==> src/hw/img_preproc_pkg.sv <==
// Image preprocessing package with register map, payload structs and output formats
`default_nettype none

package img_preproc_pkg;

    // APB register window is twelve bits of byte address
    localparam int apb_addr_w = 12;

    localparam logic [apb_addr_w-1:0] reg_ctrl_c   = 12'h000;
    localparam logic [apb_addr_w-1:0] reg_status_c = 12'h004;
    localparam logic [apb_addr_w-1:0] reg_frames_c = 12'h008;
    localparam logic [apb_addr_w-1:0] reg_pixels_c = 12'h00C;
    localparam logic [apb_addr_w-1:0] reg_errors_c = 12'h010;

    // Width of the pixel coordinates and of the header width and height fields
    localparam int coord_w = 16;

    // Selects what the output word carries
    // fmt_xy gives x in the upper half and y in the lower half
    // fmt_rgb gives a zero top byte followed by R, G and B
    typedef enum logic {
        fmt_xy  = 1'b0,
        fmt_rgb = 1'b1
    } out_fmt_e;

    // One input word on its way from the frame controller to the decoder
    typedef struct packed {
        logic [31:0] data;
        logic [3:0]  strb;
        logic        last;
    } in_word_t;

    // One decoded raster pixel on its way to the output formatter
    typedef struct packed {
        logic [coord_w-1:0] x;
        logic [coord_w-1:0] y;
        logic [7:0]         r;
        logic [7:0]         g;
        logic [7:0]         b;
    } pixel_t;

endpackage

`default_nettype wire

==> src/hw/apb_status_regs.sv <==
// APB register block with the control register, decoder status and event counters
`default_nettype none

module apb_status_regs (
    input  wire logic                                  clock,
    input  wire logic                                  reset,
    input  wire logic                                  psel_i,
    input  wire logic                                  penable_i,
    input  wire logic                                  pwrite_i,
    input  wire logic [img_preproc_pkg::apb_addr_w-1:0] paddr_i,
    input  wire logic [31:0]                           pwdata_i,
    input  wire logic                                  idle_i,
    input  wire logic                                  frame_done_i,
    input  wire logic                                  pixel_fire_i,
    input  wire logic                                  err_trunc_i,
    output logic [31:0]                                prdata_o,
    output logic                                       pready_o,
    output logic                                       pslverr_o,
    output logic                                       enable_o,
    output img_preproc_pkg::out_fmt_e                  out_fmt_o
);

    import img_preproc_pkg::*;

    // Counters in the order frames, pixels, errors
    logic [31:0] count_q [3];
    logic [2:0]  count_inc;
    logic [2:0]  count_clr;
    logic        access;
    logic        wr;
    logic        addr_ok;

    // Every access completes in its access phase
    assign pready_o = 1'b1;

    assign access  = psel_i && penable_i;
    assign wr      = access && pwrite_i;
    assign addr_ok = (paddr_i == reg_ctrl_c)   || (paddr_i == reg_status_c) ||
                     (paddr_i == reg_frames_c) || (paddr_i == reg_pixels_c) ||
                     (paddr_i == reg_errors_c);

    assign pslverr_o = access && !addr_ok;

    assign count_inc = {err_trunc_i, pixel_fire_i, frame_done_i};
    assign count_clr = {wr && (paddr_i == reg_errors_c),
                        wr && (paddr_i == reg_pixels_c),
                        wr && (paddr_i == reg_frames_c)};

    always_ff @(posedge clock) begin
        if (reset) begin
            enable_o  <= 1'b0;
            out_fmt_o <= fmt_xy;
        end else if (wr && (paddr_i == reg_ctrl_c)) begin
            enable_o  <= pwdata_i[0];
            out_fmt_o <= out_fmt_e'(pwdata_i[1]);
        end
    end

    // A write clears a counter whatever the data, and a full counter stays full
    for (genvar i = 0; i < 3; i++) begin : g_count
        always_ff @(posedge clock) begin
            if (reset || count_clr[i]) begin
                count_q[i] <= 32'd0;
            end else if (count_inc[i] && (count_q[i] != 32'hFFFF_FFFF)) begin
                count_q[i] <= count_q[i] + 32'd1;
            end
        end
    end

    always_comb begin
        case (paddr_i)
            reg_ctrl_c:   prdata_o = {30'd0, out_fmt_o, enable_o};
            reg_status_c: prdata_o = {31'd0, idle_i};
            reg_frames_c: prdata_o = count_q[0];
            reg_pixels_c: prdata_o = count_q[1];
            reg_errors_c: prdata_o = count_q[2];
            default:      prdata_o = 32'd0;
        endcase
    end

endmodule

`default_nettype wire

==> src/hw/frame_ctrl.sv <==
// Frame controller that turns the host word stream into strobed, last-marked payload words
`default_nettype none

module frame_ctrl (
    input  wire logic        clock,
    input  wire logic        reset,
    input  wire logic [31:0] in_data_i,
    input  wire logic        in_valid_i,
    input  wire logic        enable_i,
    input  wire logic        word_ready_i,
    output logic             upstream_stall_o,
    output logic             word_valid_o,
    output logic [31:0]      word_data_o,
    output logic [3:0]       word_strb_o,
    output logic             word_last_o,
    output logic             decoder_clear_o
);

    // Bytes still expected in the current frame, zero between frames
    logic [31:0] count_q;
    logic        is_len;
    logic        len_fire;
    logic        word_fire;

    // With no bytes pending the next word is a length word
    assign is_len = (count_q == 32'd0);

    // A length word never waits, payload words wait for the input buffer
    assign upstream_stall_o = !enable_i || (!is_len && !word_ready_i);

    assign len_fire  = in_valid_i && enable_i && is_len;
    assign word_fire = word_valid_o && word_ready_i;

    // A zero length word is a resync request and carries no frame
    assign decoder_clear_o = len_fire && (in_data_i == 32'd0);

    assign word_valid_o = in_valid_i && enable_i && !is_len;
    assign word_data_o  = in_data_i;
    assign word_last_o  = !is_len && (count_q <= 32'd4);

    // Only the final word of a frame can be short, and only in its upper bytes
    always_comb begin
        word_strb_o = 4'b1111;
        if (count_q < 32'd4) begin
            case (count_q[1:0])
                2'd1:    word_strb_o = 4'b0001;
                2'd2:    word_strb_o = 4'b0011;
                2'd3:    word_strb_o = 4'b0111;
                default: word_strb_o = 4'b1111;
            endcase
        end
    end

    always_ff @(posedge clock) begin
        if (reset) begin
            count_q <= 32'd0;
        end else if (len_fire) begin
            count_q <= in_data_i;
        end else if (word_fire) begin
            // Saturate so a short final word still lands on zero
            count_q <= (count_q > 32'd4) ? (count_q - 32'd4) : 32'd0;
        end
    end

    // A partial strobe may only appear on the word that closes the frame
    a_short_strb_is_last: assert property (
        @(posedge clock) disable iff (reset)
        (word_valid_o && (word_strb_o != 4'b1111)) |-> word_last_o
    );

endmodule

`default_nettype wire

==> src/hw/img_preproc_top.sv <==
// Image preprocessing front end from host word stream to formatted pixel words
`default_nettype none

module img_preproc_top (
    input  wire logic                                  clock,
    input  wire logic                                  reset,
    input  wire logic [31:0]                           in_data_i,
    input  wire logic                                  in_valid_i,
    output logic                                       upstream_stall_o,
    output logic [31:0]                                out_data_o,
    output logic                                       out_valid_o,
    input  wire logic                                  downstream_stall_i,
    input  wire logic                                  psel_i,
    input  wire logic                                  penable_i,
    input  wire logic                                  pwrite_i,
    input  wire logic [img_preproc_pkg::apb_addr_w-1:0] paddr_i,
    input  wire logic [31:0]                           pwdata_i,
    output logic [31:0]                                prdata_o,
    output logic                                       pready_o,
    output logic                                       pslverr_o
);

    import img_preproc_pkg::*;

    logic        enable;
    out_fmt_e    out_fmt;
    logic        word_valid;
    logic        word_ready;
    logic [31:0] word_data;
    logic [3:0]  word_strb;
    logic        word_last;
    logic        decoder_clear;
    in_word_t    in_word;
    in_word_t    dec_word;
    logic        dec_word_valid;
    logic        dec_word_ready;
    pixel_t      pix;
    pixel_t      out_pix;
    logic        pix_valid;
    logic        pix_ready;
    logic        frame_done;
    logic        err_trunc;
    logic        idle;

    frame_ctrl u_frame_ctrl (
        .clock            (clock),
        .reset            (reset),
        .in_data_i        (in_data_i),
        .in_valid_i       (in_valid_i),
        .enable_i         (enable),
        .word_ready_i     (word_ready),
        .upstream_stall_o (upstream_stall_o),
        .word_valid_o     (word_valid),
        .word_data_o      (word_data),
        .word_strb_o      (word_strb),
        .word_last_o      (word_last),
        .decoder_clear_o  (decoder_clear)
    );

    assign in_word = '{data: word_data, strb: word_strb, last: word_last};

    // A resync flushes words still waiting for the decoder, finished pixels are kept
    stream_skid_buffer #(.payload_t(in_word_t)) u_in_buf (
        .clock   (clock),
        .reset   (reset),
        .clear_i (decoder_clear),
        .valid_i (word_valid),
        .data_i  (in_word),
        .ready_o (word_ready),
        .ready_i (dec_word_ready),
        .valid_o (dec_word_valid),
        .data_o  (dec_word)
    );

    raw_image_decoder u_decoder (
        .clock         (clock),
        .reset         (reset),
        .clear_i       (decoder_clear),
        .word_valid_i  (dec_word_valid),
        .word_data_i   (dec_word.data),
        .word_strb_i   (dec_word.strb),
        .word_last_i   (dec_word.last),
        .pixel_ready_i (pix_ready),
        .word_ready_o  (dec_word_ready),
        .pixel_valid_o (pix_valid),
        .pixel_x_o     (pix.x),
        .pixel_y_o     (pix.y),
        .pixel_r_o     (pix.r),
        .pixel_g_o     (pix.g),
        .pixel_b_o     (pix.b),
        .frame_done_o  (frame_done),
        .err_trunc_o   (err_trunc),
        .idle_o        (idle)
    );

    stream_skid_buffer #(.payload_t(pixel_t)) u_out_buf (
        .clock   (clock),
        .reset   (reset),
        .clear_i (1'b0),
        .valid_i (pix_valid),
        .data_i  (pix),
        .ready_o (pix_ready),
        .ready_i (!downstream_stall_i),
        .valid_o (out_valid_o),
        .data_o  (out_pix)
    );

    apb_status_regs u_regs (
        .clock        (clock),
        .reset        (reset),
        .psel_i       (psel_i),
        .penable_i    (penable_i),
        .pwrite_i     (pwrite_i),
        .paddr_i      (paddr_i),
        .pwdata_i     (pwdata_i),
        .idle_i       (idle),
        .frame_done_i (frame_done),
        .pixel_fire_i (pix_valid && pix_ready),
        .err_trunc_i  (err_trunc),
        .prdata_o     (prdata_o),
        .pready_o     (pready_o),
        .pslverr_o    (pslverr_o),
        .enable_o     (enable),
        .out_fmt_o    (out_fmt)
    );

    // The output word is built from the buffered pixel, so it holds while stalled
    assign out_data_o = (out_fmt == fmt_xy) ? {out_pix.x, out_pix.y}
                                            : {8'h00, out_pix.r, out_pix.g, out_pix.b};

endmodule

`default_nettype wire

==> src/hw/raw_image_decoder.sv <==
// Raw image decoder that parses the width/height header and emits raster RGB pixels
`default_nettype none

module raw_image_decoder (
    input  wire logic                        clock,
    input  wire logic                        reset,
    input  wire logic                        clear_i,
    input  wire logic                        word_valid_i,
    input  wire logic [31:0]                 word_data_i,
    input  wire logic [3:0]                  word_strb_i,
    input  wire logic                        word_last_i,
    input  wire logic                        pixel_ready_i,
    output logic                             word_ready_o,
    output logic                             pixel_valid_o,
    output logic [img_preproc_pkg::coord_w-1:0] pixel_x_o,
    output logic [img_preproc_pkg::coord_w-1:0] pixel_y_o,
    output logic [7:0]                       pixel_r_o,
    output logic [7:0]                       pixel_g_o,
    output logic [7:0]                       pixel_b_o,
    output logic                             frame_done_o,
    output logic                             err_trunc_o,
    output logic                             idle_o
);

    import img_preproc_pkg::*;

    // Byte queue with the oldest byte in bits 7:0, holding at most six bytes
    logic [47:0]        buf_q;
    logic [2:0]         cnt_q;
    logic               hdr_done_q;
    logic               ending_q;
    logic [coord_w-1:0] width_q;
    logic [coord_w-1:0] height_q;
    logic [coord_w-1:0] x_q;
    logic [coord_w-1:0] y_q;

    logic        word_fire;
    logic        pixel_fire;
    logic        hdr_take;
    logic        all_done;
    logic        frame_end;
    logic [2:0]  take;
    logic [2:0]  rem_cnt;
    logic [47:0] rem_buf;
    logic [47:0] keep_mask;
    logic [31:0] in_bytes;
    logic [2:0]  n_in;
    logic [47:0] buf_d;
    logic [2:0]  cnt_d;

    // Every pixel of the frame has been sent, so further bytes are dropped
    assign all_done = hdr_done_q && ((y_q >= height_q) || (width_q == '0));

    // The header is taken in one step once all four of its bytes are queued
    assign hdr_take = !hdr_done_q && (cnt_q >= 3'd4);

    assign pixel_valid_o = hdr_done_q && !all_done && (cnt_q >= 3'd3);
    assign pixel_fire    = pixel_valid_o && pixel_ready_i;
    assign pixel_x_o     = x_q;
    assign pixel_y_o     = y_q;
    assign pixel_r_o     = buf_q[7:0];
    assign pixel_g_o     = buf_q[15:8];
    assign pixel_b_o     = buf_q[23:16];

    // A new word fits only while two bytes or fewer are queued
    assign word_ready_o = !ending_q && (cnt_q <= 3'd2);
    assign word_fire    = word_valid_i && word_ready_o;

    // After the last word the frame ends when the queue can yield nothing more
    assign frame_end = ending_q &&
        (hdr_done_q ? (all_done || (cnt_q < 3'd3)) : (cnt_q < 3'd4));

    assign frame_done_o = frame_end;
    assign err_trunc_o  = frame_end && !all_done;
    assign idle_o       = !hdr_done_q && !ending_q && (cnt_q == 3'd0);

    // Bytes leaving the queue this cycle
    assign take = hdr_take   ? 3'd4 :
                  pixel_fire ? 3'd3 :
                  all_done   ? cnt_q : 3'd0;

    assign rem_cnt   = cnt_q - take;
    assign rem_buf   = buf_q >> {take, 3'b000};
    assign keep_mask = ~({48{1'b1}} << {rem_cnt, 3'b000});

    // Strobes are contiguous from byte 0, so masking and counting is enough
    always_comb begin
        in_bytes = 32'd0;
        n_in     = 3'd0;
        for (int i = 0; i < 4; i++) begin
            if (word_strb_i[i]) begin
                in_bytes[8*i +: 8] = word_data_i[8*i +: 8];
                n_in               = n_in + 3'd1;
            end
        end
    end

    always_comb begin
        buf_d = rem_buf & keep_mask;
        cnt_d = rem_cnt;
        if (word_fire && !all_done) begin
            buf_d = buf_d | ({16'd0, in_bytes} << {rem_cnt, 3'b000});
            cnt_d = rem_cnt + n_in;
        end
    end

    always_ff @(posedge clock) begin
        if (reset || clear_i || frame_end) begin
            cnt_q      <= 3'd0;
            hdr_done_q <= 1'b0;
            ending_q   <= 1'b0;
            x_q        <= '0;
            y_q        <= '0;
        end else begin
            cnt_q <= cnt_d;
            if (hdr_take) begin
                hdr_done_q <= 1'b1;
            end
            if (word_fire && word_last_i) begin
                ending_q <= 1'b1;
            end
            // Raster order with x running fastest
            if (pixel_fire) begin
                if (x_q == width_q - 1'b1) begin
                    x_q <= '0;
                    y_q <= y_q + 1'b1;
                end else begin
                    x_q <= x_q + 1'b1;
                end
            end
        end
    end

    always_ff @(posedge clock) begin
        buf_q <= buf_d;
        // Header is width then height, both little endian
        if (hdr_take) begin
            width_q  <= buf_q[15:0];
            height_q <= buf_q[31:16];
        end
    end

    a_x_in_range: assert property (
        @(posedge clock) disable iff (reset)
        pixel_valid_o |-> (pixel_x_o < width_q)
    );

endmodule

`default_nettype wire

==> src/hw/stream_skid_buffer.sv <==
// Two-entry skid buffer that registers both directions of a valid/ready stream
`default_nettype none

module stream_skid_buffer #(
    parameter type payload_t = logic [31:0]
) (
    input  wire logic clock,
    input  wire logic reset,
    input  wire logic clear_i,
    input  wire logic valid_i,
    input  payload_t  data_i,
    output logic      ready_o,
    input  wire logic ready_i,
    output logic      valid_o,
    output payload_t  data_o
);

    // The output register feeds the consumer, the skid register catches
    // the one item that arrives while the consumer stalls
    logic     skid_valid_q;
    payload_t skid_data_q;
    logic     in_fire;
    logic     load;

    // Ready comes straight from a flop so there is no path from ready_i to ready_o
    assign ready_o = !skid_valid_q;
    assign in_fire = valid_i && !skid_valid_q;

    // The output register may be refilled when it is empty or being drained
    assign load = ready_i || !valid_o;

    always_ff @(posedge clock) begin
        if (reset || clear_i) begin
            valid_o      <= 1'b0;
            skid_valid_q <= 1'b0;
        end else if (load) begin
            valid_o      <= skid_valid_q || in_fire;
            skid_valid_q <= 1'b0;
        end else if (in_fire) begin
            skid_valid_q <= 1'b1;
        end
    end

    always_ff @(posedge clock) begin
        if (load) begin
            // The older skid item always leaves first
            data_o <= skid_valid_q ? skid_data_q : data_i;
        end else if (in_fire) begin
            skid_data_q <= data_i;
        end
    end

    // A stalled item holds its value until the consumer takes it
    a_hold_when_stalled: assert property (
        @(posedge clock) disable iff (reset)
        (valid_o && !ready_i && !clear_i) |=> (valid_o && $stable(data_o))
    );

endmodule

`default_nettype wire

==> config.mk <==
export PLATFORM = sky130hd
export DESIGN_NAME = img_preproc_top
export DESIGN_NICKNAME = d
export VERILOG_FILES = /design/src/hw/img_preproc_pkg.sv /design/src/hw/apb_status_regs.sv /design/src/hw/frame_ctrl.sv /design/src/hw/img_preproc_top.sv /design/src/hw/raw_image_decoder.sv /design/src/hw/stream_skid_buffer.sv
export SDC_FILE = /design/constraint.sdc
export NUM_CORES = 1
export LEC_CHECK = 0
export ABC_AREA = 1
export BUFFER_PORTS_ARGS = -buffer_cell sky130_fd_sc_hd__buf_4
export CAP_MARGIN = 10
export CORE_UTILIZATION = 55
export CTS_BUF_LIST = sky130_fd_sc_hd__clkbuf_4 sky130_fd_sc_hd__clkbuf_8
export CTS_CLUSTER_DIAMETER = 150
export CTS_CLUSTER_SIZE = 40
export DETAILED_ROUTE_END_ITERATION = 8
export GPL_TIMING_DRIVEN = 0
export PLACE_DENSITY = 0.74
export SYNTH_ARGS = -nofsm -noshare
export SYNTH_HDL_FRONTEND = slang
export SYNTH_SLANG_ARGS = --single-unit
==> constraint.sdc <==
create_clock -name clock -period 5.4 [get_ports clock]
set_input_delay 1.08 -clock clock [delete_from_list [all_inputs] [get_ports clock]]
set_output_delay 1.08 -clock clock [all_outputs]
set_load 0.005 [all_outputs]
======== Yosys cells after proc, flatten, opt, wreduce, memory -nomap -nowiden ========
Memory sizes are Yosys's and may differ from the RTL's.
Index checks and enable logic that the tools add are counted.
storage, ports and cells
  logic and storage cells ................. 185
  bits in writable memories ............... 96
  input port bits ......................... 83
  flip-flop bits (word level) ............. 341
  output and inout port bits .............. 68
  memories ................................ 1
cells by class
  shifts and indexed selects .............. 3
  $add $sub $neg .......................... 12
  eq/ne operators ......................... 11
  muxes and demuxes ....................... 42
  magnitude comparators ................... 9
  bitwise operators ....................... 8
  reduce and logical (&&, ||, !) cells .... 68
memories
  memory          depth  width  read ports  clocked after memory_dff  wr ports  RTL line               source
  u_regs.count_q  3      32     3           0                         3         apb_status_regs.sv:26  logic [31:0] count_q [3];
operators by type and width
  kind                   count
  $mux 32                7
  $pmux 32 s5            1
  $add 32x1->32 const B  3
  $ne 32x32->1 const B   3
  $logic_not 32->1       2
  $mux 56                1
  $and 48x48->48         1
  $mux 48                1
  $not 48->48            1
  $or 48x48->48          1
  $shl 32x6->48          1
  $shl 48x6->48 const A  1
  $shr 48x6->48          1
  $mux 37                1
  $add 16x1->16 const B  2
  $gt 32x3->1 const B    1
  $le 32x3->1 const B    1
  $lt 32x3->1 const B    1
  $mux 8                 4
  $sub 32x3->32 const B  1
  $logic_and 1x1->1      30
  $eq 12x4->1 const B    2
  $mux 3                 7
  $mux 1                 17
  29 further kinds       62

======== Logic depth before layout (Yosys ltp) ========
  depth after elaboration ................. 15
  mapped depth ............................ 25

======== Cells and area by module ========
From an unflattened synthesis, not the netlist that was laid out.
second synthesis, totals
  cell total of the unflattened synthesis .. 3445
  area, all modules ....................... 26217.6 µm²
modules (own cells, without submodules)
  module                           cells an instance  times used  area an instance (µm²)  seq. area each (µm²)
  raw_image_decoder                1268               1           8515.7                  2662.6
  apb_status_regs                  1018               1           7124.3                  2922.8
  stream_skid_buffer at u_out_buf  307                1           4161.5                  3403.3
  frame_ctrl                       545                1           3123.0                  640.6
  stream_skid_buffer at u_in_buf   208                1           2830.2                  2262.2
  img_preproc_top                  99                 1           462.9                   0.0

======== Worst setup path after synthesis ========
OpenSTA, ideal clock, no wires.
  path kind ............................... reg2reg
  start ................................... register u_decoder.cnt_q[2]
  end ..................................... register u_in_buf.skid_data_q[0] in the netlist's numbering (enable)
  path slack .............................. -0.108 ns
  buffers on the path ..................... 0
  cell stages (with the launch flop) ...... 5
  arrival time ............................ 4.989 ns
  cell sequence ........................... dfxtp_1 a21oi_1 nand2_1 nand2_1 nor4_1
on the way
  longest elaborated chain between the ends .. 5
ends and longest elaborated chain
  item                               RTL line                  source
  from (decl)                        raw_image_decoder.sv:29   logic [2:0] cnt_q;
  from (signal assigned)             raw_image_decoder.sv:115  cnt_q <= cnt_d;
  $le 3x2->1                         raw_image_decoder.sv:66   assign word_ready_o = !ending_q && (cnt_q <= 3'd2);
  $logic_and 1x1->1                  raw_image_decoder.sv:66
  $logic_or 1x1->1                   stream_skid_buffer.sv:30  assign load = ready_i || !valid_o;
  named net u_in_buf.load            stream_skid_buffer.sv:23  logic load;
  $not 1->1 (no source line)         n/a
  $reduce_and 2->1 (no source line)  n/a
  to (signal assigned)               stream_skid_buffer.sv:49  skid_data_q <= data_i;
  to (decl)                          stream_skid_buffer.sv:21  payload_t skid_data_q;
The timed path passes the listed nets, and every way through them passes these cells.
A chain may end at the register's enable or synchronous reset.

======== Worst setup path in the final report ========
  start ................................... register u_decoder.y_q[15] (netlist: u_decoder.pixel_y_o[15])
  end ..................................... register u_decoder.cnt_q[2]
on the way
  longest elaborated chain between the ends .. 12
ends and longest elaborated chain
  item                             RTL line                                           source
  from (decl)                      raw_image_decoder.sv:35                            logic [coord_w-1:0] y_q;
  from (signal assigned)           raw_image_decoder.sv:126                           y_q <= y_q + 1'b1;
  $ge 16x16->1 (*)                 raw_image_decoder.sv:52                            assign all_done = hdr_done_q && ((y_q >= height_q) || (width_q == '0));
  $logic_or 1x1->1 (*)             raw_image_decoder.sv:52
  $logic_and 1x1->1 (*)            raw_image_decoder.sv:52
  $logic_not 1->1                  raw_image_decoder.sv:57, raw_image_decoder.sv:101
  $logic_and 1x1->1 (2 in series)  raw_image_decoder.sv:57                            assign pixel_valid_o = hdr_done_q && !all_done && (cnt_q >= 3'd3);
  $logic_and 1x1->1                raw_image_decoder.sv:58                            assign pixel_fire = pixel_valid_o && pixel_ready_i;
  $mux 3                           raw_image_decoder.sv:79                            pixel_fire ? 3'd3 :
  $mux 3                           raw_image_decoder.sv:78                            assign take = hdr_take ? 3'd4 :
  $sub 3x3->3                      raw_image_decoder.sv:82                            assign rem_cnt = cnt_q - take;
  $add 3x3->3                      raw_image_decoder.sv:103                           cnt_d = rem_cnt + n_in;
  $mux 3                           raw_image_decoder.sv:101                           if (word_fire && !all_done) begin
Every way passes the cells marked *; elsewhere a longest branch is shown, timed or not.

==> results.cfg <==
[routing]
drt-initial-drc-count = 1850
drt_wl_total_um = 68100
vias_per_cell = 5.62
route.detailed.drc = 0
vias = 20200
drtPass1Iterations = 6
wl_per_cell_um = 18.9
ant_nets = 0

[placement]
post-place-ws_ns = 0.241
port_buffers = 119
place_area_mm2 = 0.0256
hpwl_um = 53800
place_congestion = 1.04

[floorplanning]
pin_count = 151
dieArea_mm2 = 0.0441
die_y_um = 210
core_mm2 = 0.0423
die_x_um = 210
rows = 75
start_util = 0.562

[setup_path]
critPathRequiredTime_ns = 5.98
arrival_ns = 5.59
worst-path-buf-inv = 5
slowest_stage = dfxtp_1
crit_family = adder cells
path_cells = ha_1 -> nand2_1 -> a21oi_1 -> nor2_1 -> nand2_1 -> nor2_4 -> nand2_8 -> nand3_2 -> nand2_1 -> buf_2 -> buf_6 -> ha_1 -> fa_1 -> clkbuf_2 -> inv_2 -> clkbuf_1 -> fa_1 -> or2_2 -> a21oi_1 -> o21ai_0 -> a21oi_1
slowest_delay_ns = 0.56
cp-startpoint = u_decoder.pixel_y_o[15]$_SDFFE_PP0P_
start_kind = flip-flop
regToRegStartpoint = u_decoder.pixel_y_o[15]$_SDFFE_PP0P_
crit_path_end_kind = flip-flop
cp_max_fo = 10
crit_type = reg -> reg

[cts]
cts_buffer_depth = 3
clk_pin_slew_ns = 0.23
cts_tree = done
numCtsBuffers = 14
root_buffer = clkbuf_8
numClockSinks = 435
postCtsSetupRepairBufs = 0
ctsHtreeMaxLevel = 1
worst_skew_pair.late_latency_ns = 0.65

[logic_synthesis]
synthCells = 2872
synthArstFlopShare = 0
synth_nets = 2990
ys_seq_area_frac = 0.498
netlist_area_mm2 = 0.0238
synth_cell_types = 60
yosysWarnings = 0
syn_avg_cell_area_um2 = 8.28
synth_ff_type = edfxtp_1
synth-seq-cells = 435
synth_edf_count = 312

[final_layout]
nets = 3133
drive_gt1_frac = 0.0996
multi_input_area_mm2 = 0.0102
diodes = 0
syn_to_final_growth_pct = 8.77
design_area_mm2 = 0.0259
num-fill-cells = 3757
register_area_mm2 = 0.0118

[timing]
worst_pin_slew_ns = 1.02
postLayoutSetupSlackWorst_ns = 0.388
fin_hold_ws_ns = 0.467
max_freq_ghz = 0.200
skew_ns = 0.0340
period_needed_ns = 5.01
maxSlewViolCount = 0
rsz0062_at_grt = no
slew_headroom = 0.321
min_period_over_period = 0.928
setup_viol = 0
finalHoldViolations = 0

[outcome]
status = complete, no violations

[power]
power_density_mw_per_mm2 = 197
p_total_mw = 5.10
leakage_nw = 10.5
max-vdd-ir-drop_mv = 0.224

[global_routing]
busiest_layer = met2
use_met2 = 0.543
grt_usage = 0.310
antenna_found_initial = 0
grt_max_degree = 43
grt_pass1_wl_um = 106000
grt_pass1_vias = 19300
grt-ovfl-total = 0
grtUsageMet3 = 0.0338
grtUsageMet1 = 0.397

[job]
drv_cap = 0

[hold_path]
hold_path.class = reg -> reg
min_from = u_decoder.buf_q[27]$_DFF_P_
==> report_power, final <==
group	switching, mW	internal (mW)
Clock	0.961	0.319
Combinational	0.124	0.0674
Sequential	0.0388	3.59
==> kinds of logic (layout without fill, tap and decap cells) <==
logic type	count (synthesis)	count (layout)	synth area share
xor+xnor	114	114	0.0420
simple gates	1401	1401	0.263
buf+inv	458	609	0.0767
flops	435	435	0.498
other cells	1	1	0.000158
fa+ha+maj	35	35	0.0191
mux	1	1	0.000421
compound gates	427	427	0.101
==> metrics by stage <==
step | std cells | TNS, ns | utilization
3_3_place_gp | 3568 | -111.81 | 0.600
4_1_cts | 3600 | 0 | 0.611
2_1_floorplan | 2872 | 0 | -
3_5_place_dp | 3576 | 0 | 0.605
5_1_grt | 3600 | 0 | 0.611
6_report | 3600 | 0 | 0.611
==> metal layers <==
| layer | wire, µm | share of wire |
|---|---|---|
| met1 | 28300 | 0.42 |
| met2 | 33300 | 0.49 |
| met3 | 3830 | 0.056 |
| met4 | 2620 | 0.038 |
| met5 | 0 | 0 |
==> cell usage after synthesis (2+ instances only) <==
master	instances	share of area
inv_1	323	0.051
buf_6	6	0.0028
nand2_2	7	0.0018
clkinv_1	2	0.00032
nor2_4	7	0.0033
edfxtp_1	312	0.39
o221ai_1	27	0.0099
or2_2	13	0.0034
a221oi_1	2	0.00074
xor2_1	94	0.035
nor2_2	34	0.0089
dfxtp_1	123	0.10
o211ai_1	7	0.0022
nand3_2	4	0.0017
inv_2	15	0.0024
nand2_1	693	0.11
buf_4	9	0.0028
nand3b_1	6	0.0019
a21oi_1	141	0.030
or2_1	2	0.00053
buf_1	7	0.0011
a22oi_1	3	0.00095
nor3_2	14	0.0059
a31oi_1	20	0.0053
fa_1	2	0.0017
o21ai_0	172	0.036
a21oi_2	7	0.0026
nor3_1	67	0.014
nor2_1	233	0.037
o21ai_1	21	0.0044
buf_2	19	0.0040
nor4_1	25	0.0066
xnor2_1	20	0.0074
nand4_1	58	0.015
and3_1	3	0.00079
ha_1	33	0.017
o22ai_1	8	0.0021
nand3_1	219	0.046
or2_0	3	0.00079
nor3b_1	8	0.0025
o21bai_1	9	0.0028
clkbuf_1	76	0.012
==> cell usage in the layout (no fill, tap or decap), types with 34 or more instances in the layout <==
master and instances:
a21oi_1 141, buf_4 128, clkbuf_1 75, dfxtp_1 123, edfxtp_1 312, inv_1 323
nand2_1 691, nand3_1 219, nand4_1 58, nor2_1 231, nor2_2 34, nor3_1 67
o21ai_0 172, xor2_1 94
==> sequential cells by signal, summed over array words and instances (netlist names) <==
register / cells
u_regs.count_q: 96
u_out_buf.skid_valid_q: 1
u_decoder.hdr_done_q: 1
u_decoder.pixel_x_o: 16
u_decoder.height_q: 16
u_decoder.pixel_y_o: 16
u_out_buf.skid_data_q: 56
u_in_buf.data_o: 36
u_decoder.width_q: 16
u_frame_ctrl.count_q: 32
u_in_buf.skid_valid_q: 1
u_out_buf.valid_o: 1
u_in_buf.valid_o: 1
u_regs.enable_o: 1
u_regs.out_fmt_o: 1
u_in_buf.skid_data_q: 36
u_decoder.cnt_q: 3
u_decoder.ending_q: 1
u_out_buf.data_o: 56
u_decoder.buf_q: 48
==> final timing paths <==
check	cells after the start	slack, ns	endpoint
worst max-delay path	21	0.39	u_decoder.cnt_q[2]$_SDFF_PP0_
worst min-delay path	0	0.47	u_decoder.height_q[11]$_DFFE_PP_
worst max register to register	21	0.39	u_decoder.cnt_q[2]$_SDFF_PP0_
worst min register to register	0	0.47	u_decoder.height_q[11]$_DFFE_PP_
==> final cells by class <==
| type | count | share of cell area |
|---|---|---|
| sequential | 435 | 0.457 |
| multi-input combinational | 1979 | 0.393 |
| inverter | 341 | 0.0495 |
| timing repair buffer | 127 | 0.0407 |
| tap | 577 | 0.0279 |
| buffer | 117 | 0.0210 |
| clock buffer | 23 | 0.0103 |
| clock inverter | 1 | 0.000290 |
==> worst reg2reg max path: cells and delay by family (launching register included) <==
kind                     cells  cell delay (ns)
adder cells (fa/ha/maj)      4             1.51
AND/OR/NAND/NOR              8             1.37
buffers and inverters        5             1.09
flip-flops                   1             0.56
AO/OA/AOI/OAI                4             0.46
==> repair_timing <==
item                       CTS  global route
setup endpoints to repair    0             1
hold buffers                 0             0
gates resized for setup      0             2
Note: power is estimated with default switching activity, not from simulation.
